==> src/rtl/axi_wr_pkg.sv <==
package axi_wr_pkg;

  ////////////////////////////////////////////////////////////////////////////
  // AXI4 protocol limits
  ////////////////////////////////////////////////////////////////////////////

  // Longest INCR burst in beats
  localparam int max_burst_len = 256;

  // A burst never crosses a 4 KB boundary
  localparam int max_burst_bytes = 4096;

  ////////////////////////////////////////////////////////////////////////////
  // Shared widths and types
  ////////////////////////////////////////////////////////////////////////////

  // First beats seen on W but not yet matched by an AW
  localparam int w_to_aw_width = 8;

  // AWLEN field, beats minus one
  typedef logic [7:0] axi_len_t;

  ////////////////////////////////////////////////////////////////////////////
  // Helpers
  ////////////////////////////////////////////////////////////////////////////

  // Smaller of two integers, for elaboration-time sizing
  function automatic int min_int(input int a, input int b);
    return (a < b) ? a : b;
  endfunction

endpackage

==> src/rtl/xfer_counter.sv <==
`timescale 1ns/1ps

module xfer_counter #(
  parameter int width = 8,
  parameter logic [width-1:0] init = '0
) (
  input  logic             aclk,
  input  logic             areset,
  input  logic             load,
  input  logic             incr,
  input  logic             decr,
  input  logic [width-1:0] load_value,
  output logic [width-1:0] count,
  output logic             is_zero
);

  // Load wins over counting
  // Incr and decr together leave the count alone
  always_ff @(posedge aclk) begin
    if (areset) begin
      count <= init;
    end else if (load) begin
      count <= load_value;
    end else if (incr && !decr) begin
      count <= count + 1'b1;
    end else if (decr && !incr) begin
      // Wraps below zero, the beat counter relies on this
      count <= count - 1'b1;
    end
  end

  // Zero flag straight off the count register
  assign is_zero = (count == '0);

endmodule

==> src/rtl/cmd_capture.sv <==
`timescale 1ns/1ps

module cmd_capture #(
  parameter int addr_width      = 32,
  parameter int data_width      = 32,
  parameter int xfer_size_width = 20,
  localparam int bytes_per_beat  = data_width / 8,
  localparam int beats_per_burst = axi_wr_pkg::min_int(
                                     axi_wr_pkg::max_burst_bytes / bytes_per_beat,
                                     axi_wr_pkg::max_burst_len),
  localparam int burst_cnt_width = xfer_size_width - $clog2(bytes_per_beat)
                                   - $clog2(beats_per_burst)
) (
  input  logic                       aclk,
  input  logic                       ctrl_start,
  input  logic [addr_width-1:0]      ctrl_addr_offset,
  input  logic [xfer_size_width-1:0] ctrl_xfer_size,
  output logic                       start,
  output logic [addr_width-1:0]      addr_base,
  output logic [burst_cnt_width-1:0] num_bursts,
  output axi_wr_pkg::axi_len_t       final_len,
  output logic [bytes_per_beat-1:0]  final_strb
);

  import axi_wr_pkg::*;

  localparam int log_bytes       = $clog2(bytes_per_beat);
  localparam int log_burst       = $clog2(beats_per_burst);
  localparam int total_len_width = xfer_size_width - log_bytes;

  // Low address bits inside one burst window
  localparam logic [addr_width-1:0] window_mask =
    addr_width'(bytes_per_beat * beats_per_burst - 1);

  // Two-stage start so the derived values settle first
  logic ctrl_start_d1 = 1'b0;
  logic start_r       = 1'b0;

  // Whole transfer in beats, minus one
  logic [total_len_width-1:0] total_len;
  // Index of the last valid byte in the final beat
  logic [log_bytes-1:0]       last_byte;

  always_ff @(posedge aclk) begin
    ctrl_start_d1 <= ctrl_start;
    start_r       <= ctrl_start_d1;
  end

  assign start = start_r;

  // Command capture on the strobe
  always_ff @(posedge aclk) begin
    if (ctrl_start) begin
      // Round a partial beat up, else drop one for the AXI encoding
      if (ctrl_xfer_size[log_bytes-1:0] != '0) begin
        total_len <= ctrl_xfer_size[xfer_size_width-1:log_bytes];
      end else begin
        total_len <= ctrl_xfer_size[xfer_size_width-1:log_bytes] - 1'b1;
      end
      // Snap the start down to a burst boundary
      addr_base <= ctrl_addr_offset & ~window_mask;
      // Remainder of zero wraps to all ones, i.e. a full final beat
      last_byte <= ctrl_xfer_size[log_bytes-1:0] - 1'b1;
    end
  end

  // Derived burst shape, one cycle after capture
  always_ff @(posedge aclk) begin
    num_bursts <= total_len[total_len_width-1:log_burst];
    final_len  <= axi_len_t'(total_len[log_burst-1:0]);
    for (int i = 0; i < bytes_per_beat; i++) begin
      final_strb[i] <= (i <= last_byte);
    end
  end

endmodule

==> src/rtl/stream_fifo.sv <==
`timescale 1ns/1ps

module stream_fifo #(
  parameter int width = 32,
  parameter int depth = 32
) (
  input  logic             aclk,
  input  logic             areset,
  input  logic             push,
  input  logic [width-1:0] push_data,
  input  logic             pop,
  output logic             full,
  output logic             pop_valid,
  output logic [width-1:0] pop_data
);

  localparam int ptr_width = $clog2(depth);
  localparam int cnt_width = $clog2(depth + 1);

  // Storage, no reset needed
  logic [width-1:0]     mem [depth];

  logic [ptr_width-1:0] wr_ptr;
  logic [ptr_width-1:0] rd_ptr;
  logic [cnt_width-1:0] count;
  logic [cnt_width-1:0] count_next;
  logic                 do_push;
  logic                 do_pop;

  // Overflow and underflow guards
  assign do_push = push && !full;
  assign do_pop  = pop && pop_valid;

  always_comb begin
    count_next = count;
    if (do_push && !do_pop) begin
      count_next = count + 1'b1;
    end else if (do_pop && !do_push) begin
      count_next = count - 1'b1;
    end
  end

  always_ff @(posedge aclk) begin
    if (do_push) begin
      mem[wr_ptr] <= push_data;
    end
  end

  // Full held high through reset, so the stream side stays stalled
  always_ff @(posedge aclk) begin
    if (areset) begin
      wr_ptr <= '0;
      rd_ptr <= '0;
      count  <= '0;
      full   <= 1'b1;
    end else begin
      if (do_push) begin
        wr_ptr <= (wr_ptr == ptr_width'(depth - 1)) ? '0 : wr_ptr + 1'b1;
      end
      if (do_pop) begin
        rd_ptr <= (rd_ptr == ptr_width'(depth - 1)) ? '0 : rd_ptr + 1'b1;
      end
      count <= count_next;
      full  <= (count_next == cnt_width'(depth));
    end
  end

  // Read-ahead: head word shows the cycle after its push
  assign pop_valid = (count != '0);
  assign pop_data  = mem[rd_ptr];

endmodule

==> src/rtl/wdata_channel.sv <==
`timescale 1ns/1ps

module wdata_channel #(
  parameter int data_width      = 32,
  parameter int xfer_size_width = 20,
  localparam int bytes_per_beat  = data_width / 8,
  localparam int beats_per_burst = axi_wr_pkg::min_int(
                                     axi_wr_pkg::max_burst_bytes / bytes_per_beat,
                                     axi_wr_pkg::max_burst_len),
  localparam int burst_cnt_width = xfer_size_width - $clog2(bytes_per_beat)
                                   - $clog2(beats_per_burst)
) (
  input  logic                       aclk,
  input  logic                       areset,
  input  logic                       start,
  input  logic [burst_cnt_width-1:0] num_bursts,
  input  axi_wr_pkg::axi_len_t       final_len,
  input  logic [bytes_per_beat-1:0]  final_strb,
  input  logic                       fifo_valid,
  input  logic [data_width-1:0]      fifo_data,
  input  logic                       wready,
  output logic                       fifo_pop,
  output logic                       wvalid,
  output logic [data_width-1:0]      wdata,
  output logic [bytes_per_beat-1:0]  wstrb,
  output logic                       wlast,
  output logic                       first_beat
);

  import axi_wr_pkg::*;

  logic                       running;
  logic                       wxfer;
  logic                       final_burst;
  logic                       next_last;
  logic                       load_beats;
  logic [burst_cnt_width-1:0] bursts_to_go;
  // Next valid beat opens a burst
  logic                       wfirst;
  // First beat of this burst already reported
  logic                       first_seen;

  ////////////////////////////////////////////////////////////////////////////
  // W gating
  ////////////////////////////////////////////////////////////////////////////

  // No W traffic until the transfer size is known
  always_ff @(posedge aclk) begin
    if (areset) begin
      running <= 1'b0;
    end else if (start) begin
      running <= 1'b1;
    end else if (wxfer && wlast && final_burst) begin
      running <= 1'b0;
    end
  end

  assign wvalid   = fifo_valid & running;
  assign fifo_pop = wready & running;
  assign wdata    = fifo_data;
  assign wxfer    = wvalid & wready;

  // Trim bytes only on the very last beat
  assign wstrb = (wlast && final_burst) ? final_strb : '1;

  ////////////////////////////////////////////////////////////////////////////
  // Beat and burst counting
  ////////////////////////////////////////////////////////////////////////////

  assign next_last  = (bursts_to_go == burst_cnt_width'(1));
  // Short final burst, either alone or after the full ones
  assign load_beats = (start && num_bursts == '0) || (wxfer && wlast && next_last);

  // Sits at the full length and wraps back to it after each wlast
  xfer_counter #(.width($bits(axi_len_t)), .init('1)) beat_cnt (
    .aclk       (aclk),
    .areset     (areset),
    .load       (load_beats),
    .incr       (1'b0),
    .decr       (wxfer),
    .load_value (final_len),
    .count      (),
    .is_zero    (wlast)
  );

  xfer_counter #(.width(burst_cnt_width), .init('0)) burst_cnt (
    .aclk       (aclk),
    .areset     (areset),
    .load       (start),
    .incr       (1'b0),
    .decr       (wxfer & wlast),
    .load_value (num_bursts),
    .count      (bursts_to_go),
    .is_zero    (final_burst)
  );

  ////////////////////////////////////////////////////////////////////////////
  // First-beat pulse to the address side
  ////////////////////////////////////////////////////////////////////////////

  always_ff @(posedge aclk) begin
    if (areset) begin
      wfirst     <= 1'b1;
      first_seen <= 1'b0;
      first_beat <= 1'b0;
    end else begin
      if (wxfer) begin
        wfirst <= wlast;
      end
      // One pulse per burst even while the first beat stalls
      first_beat <= wvalid & wfirst & ~first_seen;
      if (wxfer) begin
        first_seen <= 1'b0;
      end else if (wvalid && wfirst) begin
        first_seen <= 1'b1;
      end
    end
  end

endmodule

==> src/rtl/addr_resp_channel.sv <==
`timescale 1ns/1ps

module addr_resp_channel #(
  parameter int addr_width      = 32,
  parameter int data_width      = 32,
  parameter int xfer_size_width = 20,
  parameter int max_outstanding = 8,
  localparam int bytes_per_beat  = data_width / 8,
  localparam int beats_per_burst = axi_wr_pkg::min_int(
                                     axi_wr_pkg::max_burst_bytes / bytes_per_beat,
                                     axi_wr_pkg::max_burst_len),
  localparam int burst_cnt_width = xfer_size_width - $clog2(bytes_per_beat)
                                   - $clog2(beats_per_burst)
) (
  input  logic                       aclk,
  input  logic                       areset,
  input  logic                       start,
  input  logic [addr_width-1:0]      addr_base,
  input  logic [burst_cnt_width-1:0] num_bursts,
  input  axi_wr_pkg::axi_len_t       final_len,
  input  logic                       first_beat,
  input  logic                       awready,
  input  logic                       bvalid,
  output logic                       awvalid,
  output logic [addr_width-1:0]      awaddr,
  output axi_wr_pkg::axi_len_t       awlen,
  output logic                       bready,
  output logic                       done
);

  import axi_wr_pkg::*;

  localparam int vac_width = $clog2(max_outstanding + 1);
  localparam logic [addr_width-1:0] window_bytes =
    addr_width'(bytes_per_beat * beats_per_burst);
  localparam axi_len_t full_len = axi_len_t'(beats_per_burst - 1);

  logic                       awxfer;
  logic                       bxfer;
  logic                       idle_aw;
  logic                       aw_final;
  logic                       b_final;
  logic                       stall_aw;

  ////////////////////////////////////////////////////////////////////////////
  // AW channel
  ////////////////////////////////////////////////////////////////////////////

  assign awxfer = awvalid & awready;

  // Only issue once data for the burst is already on W
  always_ff @(posedge aclk) begin
    if (areset) begin
      awvalid <= 1'b0;
    end else if (!idle_aw && !awvalid && !stall_aw) begin
      awvalid <= 1'b1;
    end else if (awready) begin
      awvalid <= 1'b0;
    end
  end

  // Steps one burst window per accepted AW
  always_ff @(posedge aclk) begin
    if (start) begin
      awaddr <= addr_base;
    end else if (awxfer) begin
      awaddr <= awaddr + window_bytes;
    end
  end

  assign awlen = aw_final ? final_len : full_len;

  // First beats still waiting for their AW
  xfer_counter #(.width(w_to_aw_width), .init('0)) pending_cnt (
    .aclk(aclk), .areset(areset), .load(1'b0), .incr(first_beat), .decr(awxfer),
    .load_value('0), .count(), .is_zero(idle_aw)
  );

  xfer_counter #(.width(burst_cnt_width), .init('0)) aw_cnt (
    .aclk(aclk), .areset(areset), .load(start), .incr(1'b0), .decr(awxfer),
    .load_value(num_bursts), .count(), .is_zero(aw_final)
  );

  ////////////////////////////////////////////////////////////////////////////
  // B channel and outstanding limit
  ////////////////////////////////////////////////////////////////////////////

  assign bready = 1'b1;
  assign bxfer  = bvalid;

  xfer_counter #(.width(burst_cnt_width), .init('0)) b_cnt (
    .aclk(aclk), .areset(areset), .load(start), .incr(1'b0), .decr(bxfer),
    .load_value(num_bursts), .count(), .is_zero(b_final)
  );

  // Free slots: an AW takes one, a B gives it back
  xfer_counter #(.width(vac_width), .init(vac_width'(max_outstanding))) vacancy_cnt (
    .aclk(aclk), .areset(areset), .load(1'b0), .incr(bxfer), .decr(awxfer),
    .load_value('0), .count(), .is_zero(stall_aw)
  );

  // One cycle after the last response
  always_ff @(posedge aclk) begin
    if (areset) begin
      done <= 1'b0;
    end else begin
      done <= bxfer & b_final;
    end
  end

endmodule

==> src/rtl/axi_write_master.sv <==
`timescale 1ns/1ps

module axi_write_master #(
  parameter int addr_width      = 32,
  parameter int data_width      = 32,
  parameter int xfer_size_width = 20,
  parameter int max_outstanding = 8,
  parameter int fifo_depth      = 32,
  localparam int bytes_per_beat  = data_width / 8,
  localparam int beats_per_burst = axi_wr_pkg::min_int(
                                     axi_wr_pkg::max_burst_bytes / bytes_per_beat,
                                     axi_wr_pkg::max_burst_len),
  localparam int burst_cnt_width = xfer_size_width - $clog2(bytes_per_beat)
                                   - $clog2(beats_per_burst)
) (
  input  logic                       aclk,
  input  logic                       areset,
  // Control
  input  logic                       ctrl_start,
  input  logic [addr_width-1:0]      ctrl_addr_offset,
  input  logic [xfer_size_width-1:0] ctrl_xfer_size,
  output logic                       ctrl_done,
  // Stream in
  input  logic                       s_axis_tvalid,
  input  logic [data_width-1:0]      s_axis_tdata,
  output logic                       s_axis_tready,
  // AXI4 write address
  output logic                       m_axi_awvalid,
  output logic [addr_width-1:0]      m_axi_awaddr,
  output axi_wr_pkg::axi_len_t       m_axi_awlen,
  input  logic                       m_axi_awready,
  // AXI4 write data
  output logic                       m_axi_wvalid,
  output logic [data_width-1:0]      m_axi_wdata,
  output logic [bytes_per_beat-1:0]  m_axi_wstrb,
  output logic                       m_axi_wlast,
  input  logic                       m_axi_wready,
  // AXI4 write response
  input  logic                       m_axi_bvalid,
  output logic                       m_axi_bready
);

  import axi_wr_pkg::*;

  logic                       start;
  logic [addr_width-1:0]      addr_base;
  logic [burst_cnt_width-1:0] num_bursts;
  axi_len_t                   final_len;
  logic [bytes_per_beat-1:0]  final_strb;
  logic                       fifo_full;
  logic                       fifo_valid;
  logic [data_width-1:0]      fifo_data;
  logic                       fifo_pop;
  logic                       first_beat;

  ////////////////////////////////////////////////////////////////////////////
  // Input side
  ////////////////////////////////////////////////////////////////////////////

  cmd_capture #(
    .addr_width(addr_width), .data_width(data_width), .xfer_size_width(xfer_size_width)
  ) cmd0 (
    .aclk(aclk), .ctrl_start(ctrl_start), .ctrl_addr_offset(ctrl_addr_offset),
    .ctrl_xfer_size(ctrl_xfer_size), .start(start), .addr_base(addr_base),
    .num_bursts(num_bursts), .final_len(final_len), .final_strb(final_strb)
  );

  // Stream accepted whenever the buffer has room
  assign s_axis_tready = ~fifo_full;

  stream_fifo #(.width(data_width), .depth(fifo_depth)) fifo0 (
    .aclk(aclk), .areset(areset), .push(s_axis_tvalid & ~fifo_full),
    .push_data(s_axis_tdata), .pop(fifo_pop), .full(fifo_full),
    .pop_valid(fifo_valid), .pop_data(fifo_data)
  );

  ////////////////////////////////////////////////////////////////////////////
  // W channel
  ////////////////////////////////////////////////////////////////////////////

  wdata_channel #(.data_width(data_width), .xfer_size_width(xfer_size_width)) wch0 (
    .aclk(aclk), .areset(areset), .start(start), .num_bursts(num_bursts),
    .final_len(final_len), .final_strb(final_strb), .fifo_valid(fifo_valid),
    .fifo_data(fifo_data), .wready(m_axi_wready), .fifo_pop(fifo_pop),
    .wvalid(m_axi_wvalid), .wdata(m_axi_wdata), .wstrb(m_axi_wstrb),
    .wlast(m_axi_wlast), .first_beat(first_beat)
  );

  ////////////////////////////////////////////////////////////////////////////
  // Output side, AW and B
  ////////////////////////////////////////////////////////////////////////////

  addr_resp_channel #(
    .addr_width(addr_width), .data_width(data_width),
    .xfer_size_width(xfer_size_width), .max_outstanding(max_outstanding)
  ) arc0 (
    .aclk(aclk), .areset(areset), .start(start), .addr_base(addr_base),
    .num_bursts(num_bursts), .final_len(final_len), .first_beat(first_beat),
    .awready(m_axi_awready), .bvalid(m_axi_bvalid), .awvalid(m_axi_awvalid),
    .awaddr(m_axi_awaddr), .awlen(m_axi_awlen), .bready(m_axi_bready),
    .done(ctrl_done)
  );

endmodule

==> config.mk <==
export PLATFORM = sky130hd
export DESIGN_NAME = axi_write_master
export DESIGN_NICKNAME = d
export VERILOG_FILES = /design/src/rtl/axi_wr_pkg.sv /design/src/rtl/xfer_counter.sv /design/src/rtl/cmd_capture.sv /design/src/rtl/stream_fifo.sv /design/src/rtl/wdata_channel.sv /design/src/rtl/addr_resp_channel.sv /design/src/rtl/axi_write_master.sv
export SDC_FILE = /design/constraint.sdc
export NUM_CORES = 1
export LEC_CHECK = 0
export BUFFER_PORTS_ARGS = -buffer_cell sky130_fd_sc_hd__buf_2
export CORE_UTILIZATION = 50
export CTS_CLUSTER_DIAMETER = 120
export DETAILED_ROUTE_END_ITERATION = 8
export GPL_ROUTABILITY_DRIVEN = 0
export MAX_ROUTING_LAYER = met4
export PLACE_DENSITY_LB_ADDON = 0.1
export SYNTH_ARGS = -nofsm -noshare
export SYNTH_HDL_FRONTEND = slang
export SYNTH_SLANG_ARGS = --single-unit
==> constraint.sdc <==
create_clock -name aclk -period 5.8 [get_ports aclk]
set_input_delay 1.16 -clock aclk [delete_from_list [all_inputs] [get_ports aclk]]
set_output_delay 1.16 -clock aclk [all_outputs]
set_load 0.02 [all_outputs]
# Word-level counts from Yosys, hierarchy flattened
# Memories as Yosys holds them, arrays and structs flattened. A register that Yosys moved wholly into a read port is not among the register bits.
# Cells that the tools add are included.
# W data, S select, Z words.
[op_classes]
reduce_logical = 44
bitwise_logic = 11
n_mux = 29
eq_ne = 4
add_sub_neg = 15
order_cmp = 3
[op_table]
columns = ["op", "n"]
rows = [
  ["$mux W32", 2],
  ["$mux W10", 6],
  ["$logic_not A10 Y1", 4],
  ["$mux W8", 5],
  ["$add A32 B11 Y32 const B", 1],
  ["$sub A10 B1 Y10 const B", 3],
  ["$mux W5", 4],
  ["$mux W18", 1],
  ["$reduce_bool A2 Y1", 9],
  ["$sub A18 B1 Y18 const B", 1],
  ["$logic_and A1 B1 Y1", 16],
  ["$logic_not A8 Y1", 2],
  ["$sub A8 B1 Y8 const B", 2],
  ["$mux W4", 3],
  ["$mux W6", 2],
  ["$add A5 B1 Y5 const B", 2],
  ["$eq A10 B1 Y1 const B", 1],
  ["$eq A5 B5 Y1 const B", 2],
  ["$and A1 B1 Y1", 9],
  ["$logic_not A1 Y1", 9],
  ["$add A8 B1 Y8 const B", 1],
  ["$add A6 B1 Y6 const B", 1],
  ["$eq A6 B6 Y1 const B", 1],
  ["$mux W1", 6],
  ["11 further kinds", 13],
]
[totals]
mem_bits_rw = 1024
regBits = 170
out_inout_bits = 82
in_bits = 91
wordCells = 133
mem_count = 1
[mem_list]
columns = ["memory", "words", "width", "read_ports", "rd_ports_with_merged_regs", "wr", "line_no", "text"]
rows = [
  ["fifo0.mem", 32, 32, 1, 1, 1, "stream_fifo.sv:21", "logic [width-1:0] mem [depth];"],
]

# Logic depth before layout (Yosys ltp)
# Gate-level depths: netlist (run 1).
[depth]
word_depth = 8
ltp_mapped = 10
mapped_depth_nobuf = 10

# By module
# Synthesis (run 1) repeated with hierarchy kept, for this count alone.
[unflattened]
cells_unflattened = 2560
area_unflattened_um2 = 49058.3
[by_module_without_submodules]
columns = ["mod", "cells_each", "instances", "area_per_inst_um2", "seq_area_each_um2"]
rows = [
  ["stream_fifo", 1632, 1, 40042.2, 31189.9],
  ["xfer_counter at arc0.aw_cnt ...", 110, 3, 860.8, 200.2],
  ["cmd_capture", 131, 1, 2179.6, 1721.7],
  ["addr_resp_channel", 181, 1, 1901.8, 1001.0],
  ["xfer_counter at wch0.beat_cnt", 91, 1, 778.2, 160.2],
  ["xfer_counter at arc0.pending_cnt", 94, 1, 762.0, 160.2],
  ["wdata_channel", 63, 1, 498.0, 80.1],
  ["xfer_counter at arc0.vacancy_cnt", 36, 1, 304.0, 80.1],
  ["axi_write_master", 2, 1, 10.0, 0.0],
]

# Least setup slack after synthesis (run 1)
# Ideal clock, no wire load.
[synth_timing]
path_type = "input to register"
from = "input s_axis_tvalid"
to = "memory fifo0.mem[15][0], enable pin"
arrival_time_ns = 3.215
setup_slack_ns = 2.164
path_stages = 4
cell_sequence = "nor2b_1 -> clkbuf_1 -> nand2_1 -> nor2_1"
[synth_via]
elab_chain_len = 4
[synth_lines]
columns = ["element", "line_no", "text"]
rows = [
  ["from (decl)", "axi_write_master.sv:24", "input logic s_axis_tvalid,"],
  ["$and A1 B1 Y1", "axi_write_master.sv:72", ".aclk(aclk), .areset(areset), .push(s_axis_tvalid & ~fifo_full),"],
  ["$logic_and A1 B1 Y1", "stream_fifo.sv:31", "assign do_push = push && !full;"],
  ["$mux W1", "stream_fifo.sv:44", "if (do_push) begin"],
  ["$mux W1 (implied by the code)", "stream_fifo.sv:45", "mem[wr_ptr] <= push_data;"],
  ["to (decl)", "stream_fifo.sv:21", ""],
]
# No other way between the ends.

==> results of run 1 <==
[worst max-delay path: stages, from the launching register on]
cell and delay [ns]:
dfxtp_4 0.77, buf_4 0.49, mux4_2 0.57, mux4_2 0.53, mux2_2 0.30, buf_2 0.16
[where the power goes]
group          internal (mW)  switching, mW
Clock                   4.28           3.16
Sequential              9.52          0.140
Combinational          0.702          0.812
Total                   14.5           4.11
[final timing paths]
check | start | to | slack, ns | depth (start not counted)
min reg2reg | cmd0.ctrl_start_d1 | cmd0.start | 0.33 | 0
max | flip-flop | m_axi_wdata[2] | 1.08 | 5
min | cmd0.ctrl_start_d1 | cmd0.start | 0.33 | 0
max reg2reg | fifo0.full | fifo0.mem[20][15] | 2.51 | 4
[sequential cells by signal, indices dropped and copies added, names as in the netlist, 2 cells and up, named ones only]
signal	count
cmd0.last_byte	2
arc0.vacancy_cnt.count	4
wch0.beat_cnt.count	8
wch0.burst_cnt.count	10
fifo0.count	6
fifo0.mem	1024
cmd0.addr_base	22
arc0.awaddr	22
cmd0.num_bursts	10
cmd0.final_len	8
cmd0.final_strb	3
arc0.pending_cnt.count	8
arc0.aw_cnt.count	10
cmd0.total_len	18
fifo0.wr_ptr	5
arc0.b_cnt.count	10
fifo0.rd_ptr	5
[final cells by class]
cell class,instances,area (µm²),area share (%)
sequential,1189,34700,65.9
multi-input combinational,908,11300,21.4
clock buffer,148,3190,6.06
tap,1186,1480,2.82
timing repair buffer,208,1270,2.42
clock inverter,74,622,1.18
inverter,28,105,0.200
antenna,8,20.0,0.0380
[cells in the final DEF (no fill, tap or decap), types with 36 or more instances in the layout]
cell and n:
a21oi_1 45, dfxtp_1 96, buf_2 150, nand2_1 79
nor2_1 53, xnor2_1 39, buf_4 51, edfxtp_1 1088
clkinv_1 36, xor2_1 42, mux4_2 320, clkbuf_16 122
[stage by stage]
| step | worst slack, ns | power (mW) | instances | hold WS, ns | instance area (µm²) |
|---|---|---|---|---|---|
| finish | 1.08 | 18.6 | 3749 | 0.329 | 52700 |
| floorplan | 2.16 | 10.9 | 2244 | 0.310 | 46400 |
| CTS | 0.957 | 18.8 | 3741 | 0.333 | 52700 |
| global route | 0.879 | 19.2 | 3749 | 0.345 | 52700 |
| detailed placement | 1.56 | 11.4 | 3519 | 0.319 | 48800 |
| global placement | 1.56 | 11.3 | 3519 | 0.311 | 48800 |
[kinds of logic (layout without fill, tap and decap cells)]
family | Yosys count | count (layout)
DFF | 1189 | 1189
muxes | 358 | 358
and+or+nand+nor | 300 | 300
buffers and inverters | 147 | 458
AOI/OAI and AO/OA | 125 | 125
xor gates and xnor gates | 81 | 81
adders and majority gates | 32 | 32
other | 2 | 20
[metal layers]
| layer | global-route usage (%) | part of all wire, % |
|---|---|---|
| met1 | 30.5 | 42 |
| met2 | 37.0 | 51 |
| met3 | 3.79 | 5.1 |
| met4 | 5.78 | 2.2 |
| met5 | - | 0 |
==> flow_summary_export.csv, run 1 <==
group,metric,value,unit
synthesis,synth_cells,2234,
detailed_routing,vias,22000,
finish,drive_above_1_share,30.7,%
detailed_routing,wire_per_inst,27.3,µm
synthesis,yosys.cell_count.top_type,"edfxtp_1",
synthesis,synthFlopType,"edfxtp_1",
power,peakVddDrop,0.000264,V
synthesis,synth.avg_cell_area,20.7,µm²
sta,rsz0062_at_grt,"no",
synthesis,synthArstFlopShare,0,%
cts,hold_buffers,0,
sta,fin_setup_tns,0,ns
setup_path,end_kind,"output port",
power,p_leak,16.5,nW
sta,hold_viol,0,
sta,worst_pin_slew,1.19,ns
setup_path,path_class,"flip-flop to output port",
floorplan,die_w,306,µm
global_routing,grt_pass1_wl,151000,µm
synthesis,yosys.area.top_type,"edfxtp_1",
finish,area_delta_synth_final,13.7,%
cts,clk_pin_slew,0.06,ns
synthesis,synth_compound_area_share,1.65,%
global_routing,grt_usage,22.9,%
sta,period_share,81.3,%
setup_path,critPathArrivalTime,3.56,ns
global_routing,antenna_found_initial,9,
global_routing,grt-ovfl-total,0,
sta,max_freq,0.212,GHz
floorplan,coreArea,91700,µm²
hold_path,hold_class,"flip-flop to flip-flop",
synthesis,muxShareOfSynthArea,16.5,%
sta,finalMaxSlewViolations,0,
detailed_routing,drc,0,
global_routing,grt_max_degree,71,
cts,cts.path.max_buffers,3,
synthesis,synth_edf_count,1088,
place,portBuffers,150,
detailed_routing,drtIter0Drc,2074,
setup_path,crit_path_start_kind,"flip-flop",
detailed_routing,routed_wl,102000,µm
sta,clock_skew,0.0208,ns
synthesis,yosys.area_share.simple,3.17,%
floorplan,num_rows,111,
global_routing,grt_pass1_vias,22700,
finish,nNetsFinal,2577,
synthesis,synth_area,46300,µm²
cts,post_cts_buffers,0,
sta,fin_crit,4.72,ns
detailed_routing,firstDrtPassIters,5,
synthesis,synth-seq-cells,1189,
sta,relSlewSlack,20.6,%
flow_run,cap_viol_max_count,0,
place,hpwl,57500,µm
synthesis,synth.top_cell.area_share,70.5,%
floorplan,die_h,306,µm
run_status,outcome,"finished clean",
synthesis,yosysUniqueCellTypes,55,
cts,clock-sinks,1189,
setup_path,critPathMaxFanout,30,
cts,cts_resized,0,
synthesis,synth_adder_area_share,0.897,%
setup_path,required,4.64,ns
floorplan,initial_core_util,50.5,%
power,powerDensity,353,nW/µm²
cts,insertion_delay,0.71,ns
synthesis,synth_area_leaders,"edfxtp_1, mux4_2, dfxtp_1, mux2_2, ha_1",
synthesis,yosysSeqAreaShare,74.9,%
cts,cts.htree.levels,3,
cts,ctsRootBufferMaster,"clkbuf_16",
detailed_routing,drtAntennaViolNets,0,
floorplan,dieArea,93900,µm²
sta,finalSetupViolCount,0,
synthesis,synth_commonest_cells,"edfxtp_1, mux4_2, dfxtp_1",
cts,cts_inserted_buffers,119,
synthesis,synthXorXnorAreaFrac,1.53,%
finish,post-route-util,57.5,%
cts,cts_tree,"built",
detailed_routing,routed_via_density,5.87,
synthesis,ys_warn_count,0,
floorplan,ios,173,
finish,fill_cells,6705,
synthesis,synth_top_family_by_area,"multiplexers",
(Power assumes the default switching activity.)
==> run 2: changes to the inputs <==
ABC_AREA = 1   (was unset)
clock period = 3.8 ns   (was 5.8 ns; I/O delays follow)
==> run 2 against run 1 <==
  * Register-to-register slack worse by 1.0 ns
  * Critical path depth up 1
  * Non-clock buffer count rose by 73
  * Wire length up 25%
  * Critical endpoint is now m_axi_wdata[7]
  * Highest routed layer unchanged
==> flow_summary_export.csv, run 2 <==
group,metric,value,unit
finish,largest_reg_flops,1024,
synthesis,synth_top_family_by_area,"compound AO/OA/AOI/OAI gates",
setup_path,cpPeakStageDelay,0.74,ns
run_status,outcome,"finished clean",
global_routing,grt_max_degree,159,
setup_path,endpoint,"m_axi_wdata[7]",
sta,finalSetupViolCount,0,
cts,cts.htree.levels,3,
power,p_clk_share,37.9,%
setup_path,path_cells,"buf_4, nand3_1, nand2_1, nand2_1, nand2_1, buf_2",
synthesis,yosysUniqueCellTypes,47,
finish,nNetsFinal,4158,
sta,finalMaxSlewViolations,0,
power,p_switching,7.64,mW
synthesis,yosys.area_share.simple,10.8,%
cts,cts_inserted_buffers,118,
place,portBuffers,150,
sta,rsz0062_at_grt,"yes",
finish,most-common-layout-cells,"edfxtp_1, nor2_1, o21ai_0",
global_routing,grt-ovfl-total,0,
power,swShare,25.7,%
synthesis,synth.top_cell.area_share,67.8,%
sta,hold_viol,0,
cts,cts_tree,"built",
synthesis,synth_compound_area_share,11.8,%
synthesis,yosysSeqAreaShare,72.0,%
synthesis,ys_warn_count,0,
sta,worst_pin_slew,0.953,ns
floorplan,initial_core_util,50.6,%
synthesis,yosys.cell_count.top_type,"edfxtp_1",
setup_path,regToRegSetupSlack,1.50,ns
setup_path,r2r_start,"arc0.awvalid",
power,powerDensity,543,nW/µm²
global_routing,grt_pass1_wl,188000,µm
synthesis,synth_area,48200,µm²
finish,stdcell_count,5412,
setup_path,path_class,"flip-flop to output port",
power,power.total,29.8,mW
finish,fill_cells,7828,
floorplan,coreArea,95300,µm²
setup_path,crit_path_start_kind,"flip-flop",
sta,max_freq,0.265,GHz
finish,regMostFlops,"fifo0.mem",
setup_path,path_buf_inv,2,
cts,insertion_delay,0.71,ns
finish,area_delta_synth_final,13.8,%
floorplan,die_w,312,µm
detailed_routing,firstDrtPassIters,5,
setup_path,end_kind,"output port",
finish,layout_commonest_cell,"edfxtp_1",
synthesis,synth-seq-cells,1189,
setup_path,cp_slowest_cell,"buf_4",
sta,relSlewSlack,36.4,%
synthesis,synthArstFlopShare,0,%
synthesis,synth_commonest_cells,"edfxtp_1, nor2_1, o21ai_0",
synthesis,synth_cells,3873,
power,p_leak,18.9,nW
finish,drive_above_1_share,12.4,%
setup_path,crit_family,"buffers and inverters",
setup_path,cp_num_cells,6,
setup_path,r2r-end,"arc0.pending_cnt.count[5]",
cts,clock-sinks,1189,
flow_run,cap_viol_max_count,0,
place,place_inst,5172,
sta,fin_setup_tns,0,ns
detailed_routing,drc,0,
power,internal_power,22.1,mW
detailed_routing,routed_via_density,5.82,
floorplan,die_h,312,µm
synthesis,synth_area_leaders,"edfxtp_1, o21ai_0, nor2_1, dfxtp_1, o221ai_1",
global_routing,antenna_found_initial,8,
global_routing,grt_pass1_vias,29800,
sta,period_share,99.3,%
synthesis,synthXorXnorAreaFrac,0.818,%
hold_path,min-delay-start,"ctrl_addr_offset[22]",
power,peakVddDrop,0.000414,V
setup_path,required,3.04,ns
detailed_routing,wire_per_inst,23.5,µm
sta,clock_skew,0.0317,ns
cts,hold_buffers,0,
floorplan,ios,173,
setup_path,critPathMaxFanout,41,
synthesis,synth.avg_cell_area,12.4,µm²
floorplan,dieArea,97600,µm²
detailed_routing,drtAntennaViolNets,0,
detailed_routing,routed_wl,127000,µm
synthesis,synth_edf_count,1088,
global_routing,grt_usage,26.5,%
detailed_routing,drtIter0Drc,3581,
finish,top_regs,"fifo0.mem: 1024 flops, arc0.awaddr: 22 flops, cmd0.addr_base: 22 flops",
sta,fin_crit,3.77,ns
power,seqPwrFrac,49.7,%
detailed_routing,vias,31500,
synthesis,yosys.area.top_type,"edfxtp_1",
setup_path,critPathArrivalTime,3.01,ns
cts,cts.path.max_buffers,3,
floorplan,num_rows,113,
finish,multi_input_area,12000,µm²
cts,clk_pin_slew,0.06,ns
place,hpwl,69400,µm
cts,ctsRootBufferMaster,"clkbuf_16",
power,p_comb_share,12.4,%
hold_path,hold_class,"input port to flip-flop",
synthesis,synth_adder_area_share,0.862,%
setup_path,worst_r2r_path_depth,11,
synthesis,synthFlopType,"edfxtp_1",
finish,seq_area,34700,µm²
synthesis,muxShareOfSynthArea,0,%
setup_path,cp_common_cell,"nand2_1",
[run 2: changes by cell type after synthesis, moves of 23 or more]
| cell | before | now |
|---|---|---|
| o21ai_1 | 0 | 37 |
| xnor2_1 | 39 | 16 |
| nand3_1 | 24 | 162 |
| nor2_1 | 85 | 644 |
| mux4_2 | 320 | 0 |
| buf_6 | 0 | 23 |
| o22ai_1 | 0 | 44 |
| o21ai_0 | 33 | 554 |
| mux2_2 | 34 | 0 |
| clkbuf_1 | 68 | 146 |
| inv_1 | 28 | 129 |
| o221ai_1 | 1 | 211 |
| nand2_1 | 79 | 398 |
[run 2: worst min path at each step]
| stage | endpoint | slack (ns) | cells after the start |
|---|---|---|---|
| after detailed placement | cmd0.start | 0.31 | 0 |
| after CTS | cmd0.addr_base[31] | 0.19 | 1 |
| after floorplan | cmd0.start | 0.31 | 0 |
| after global placement | cmd0.start | 0.31 | 0 |
| final | cmd0.addr_base[22] | 0.23 | 1 |
| after global routing | cmd0.addr_base[16] | 0.20 | 1 |
[run 2: cell families (layout without fill, tap and decap cells)]
logic type,count (synthesis),after routing
buf+inv,387,643
xor+xnor,45,45
fa+ha+maj,32,32
other cells,2,20
flops,1189,1189
compound gates,944,944
simple gates,1274,1274
[run 2: final cells by class]
class | instances | area share, %
Timing Repair Buffer | 281 | 4.00
Timing Repair inverter | 1 | 0.0205
Inverter | 137 | 1.02
Clock inverter | 76 | 1.12
Antenna cell | 8 | 0.0365
Sequential cell | 1189 | 63.3
Multi-Input combinational cell | 2307 | 21.9
Tap cell | 1265 | 2.89
Clock buffer | 148 | 5.74
[run 2: worst reg2reg max path, cell delays in order (launching register included)]
cell	delay (ns)
dfxtp_1	0.36
nand2_1	0.24
ha_1	0.30
inv_1	0.21
ha_1	0.33
a21oi_1	0.16
nand2_1	0.11
a21oi_1	0.17
or2_2	0.13
nand3_1	0.05
o211ai_1	0.09
inv_1	0.05
[run 2: what timing repair did]
item	CTS	global route
gates cloned	0	4
buffers inserted	2	2
gates resized for setup	1	13
endpoints found under the setup margin	5	20
[run 2: power groups by stage]
stage	logic [mW]	clock network [mW]	registers, mW
after floorplan	2.41	0	15.0
after global placement	3.58	0	15.1
after detailed placement	3.61	0	15.1
after CTS	3.63	11.5	14.8
after global routing	4.11	11.9	14.8
final	3.69	11.3	14.8
[run 2: through the flow]
step / util, % / instance area [µm²] / hold slack [ns] / setup slack, ns
final: 57.5 / 54800 / 0.234 / 0.0259
after global routing: 57.5 / 54800 / 0.201 / -0.0203
after CTS: 57.3 / 54600 / 0.189 / 0.0328
after detailed placement: 53.4 / 50900 / 0.315 / 0.712
after global placement: 53.4 / 50900 / 0.310 / 0.711
after floorplan: - / 48200 / 0.310 / 0.636
[run 2: per-layer routing]
| layer | vias up | global-route usage, % | share of wire, % |
|---|---|---|---|
| met1 | 15600 | 36.4 | 43 |
| met2 | 1124 | 41.0 | 47 |
| met5 | - | - | 0 |
| met4 | 0 | 7.87 | 2.9 |
| met3 | 207 | 3.80 | 6.7 |
| li1 | 14600 | - | - |
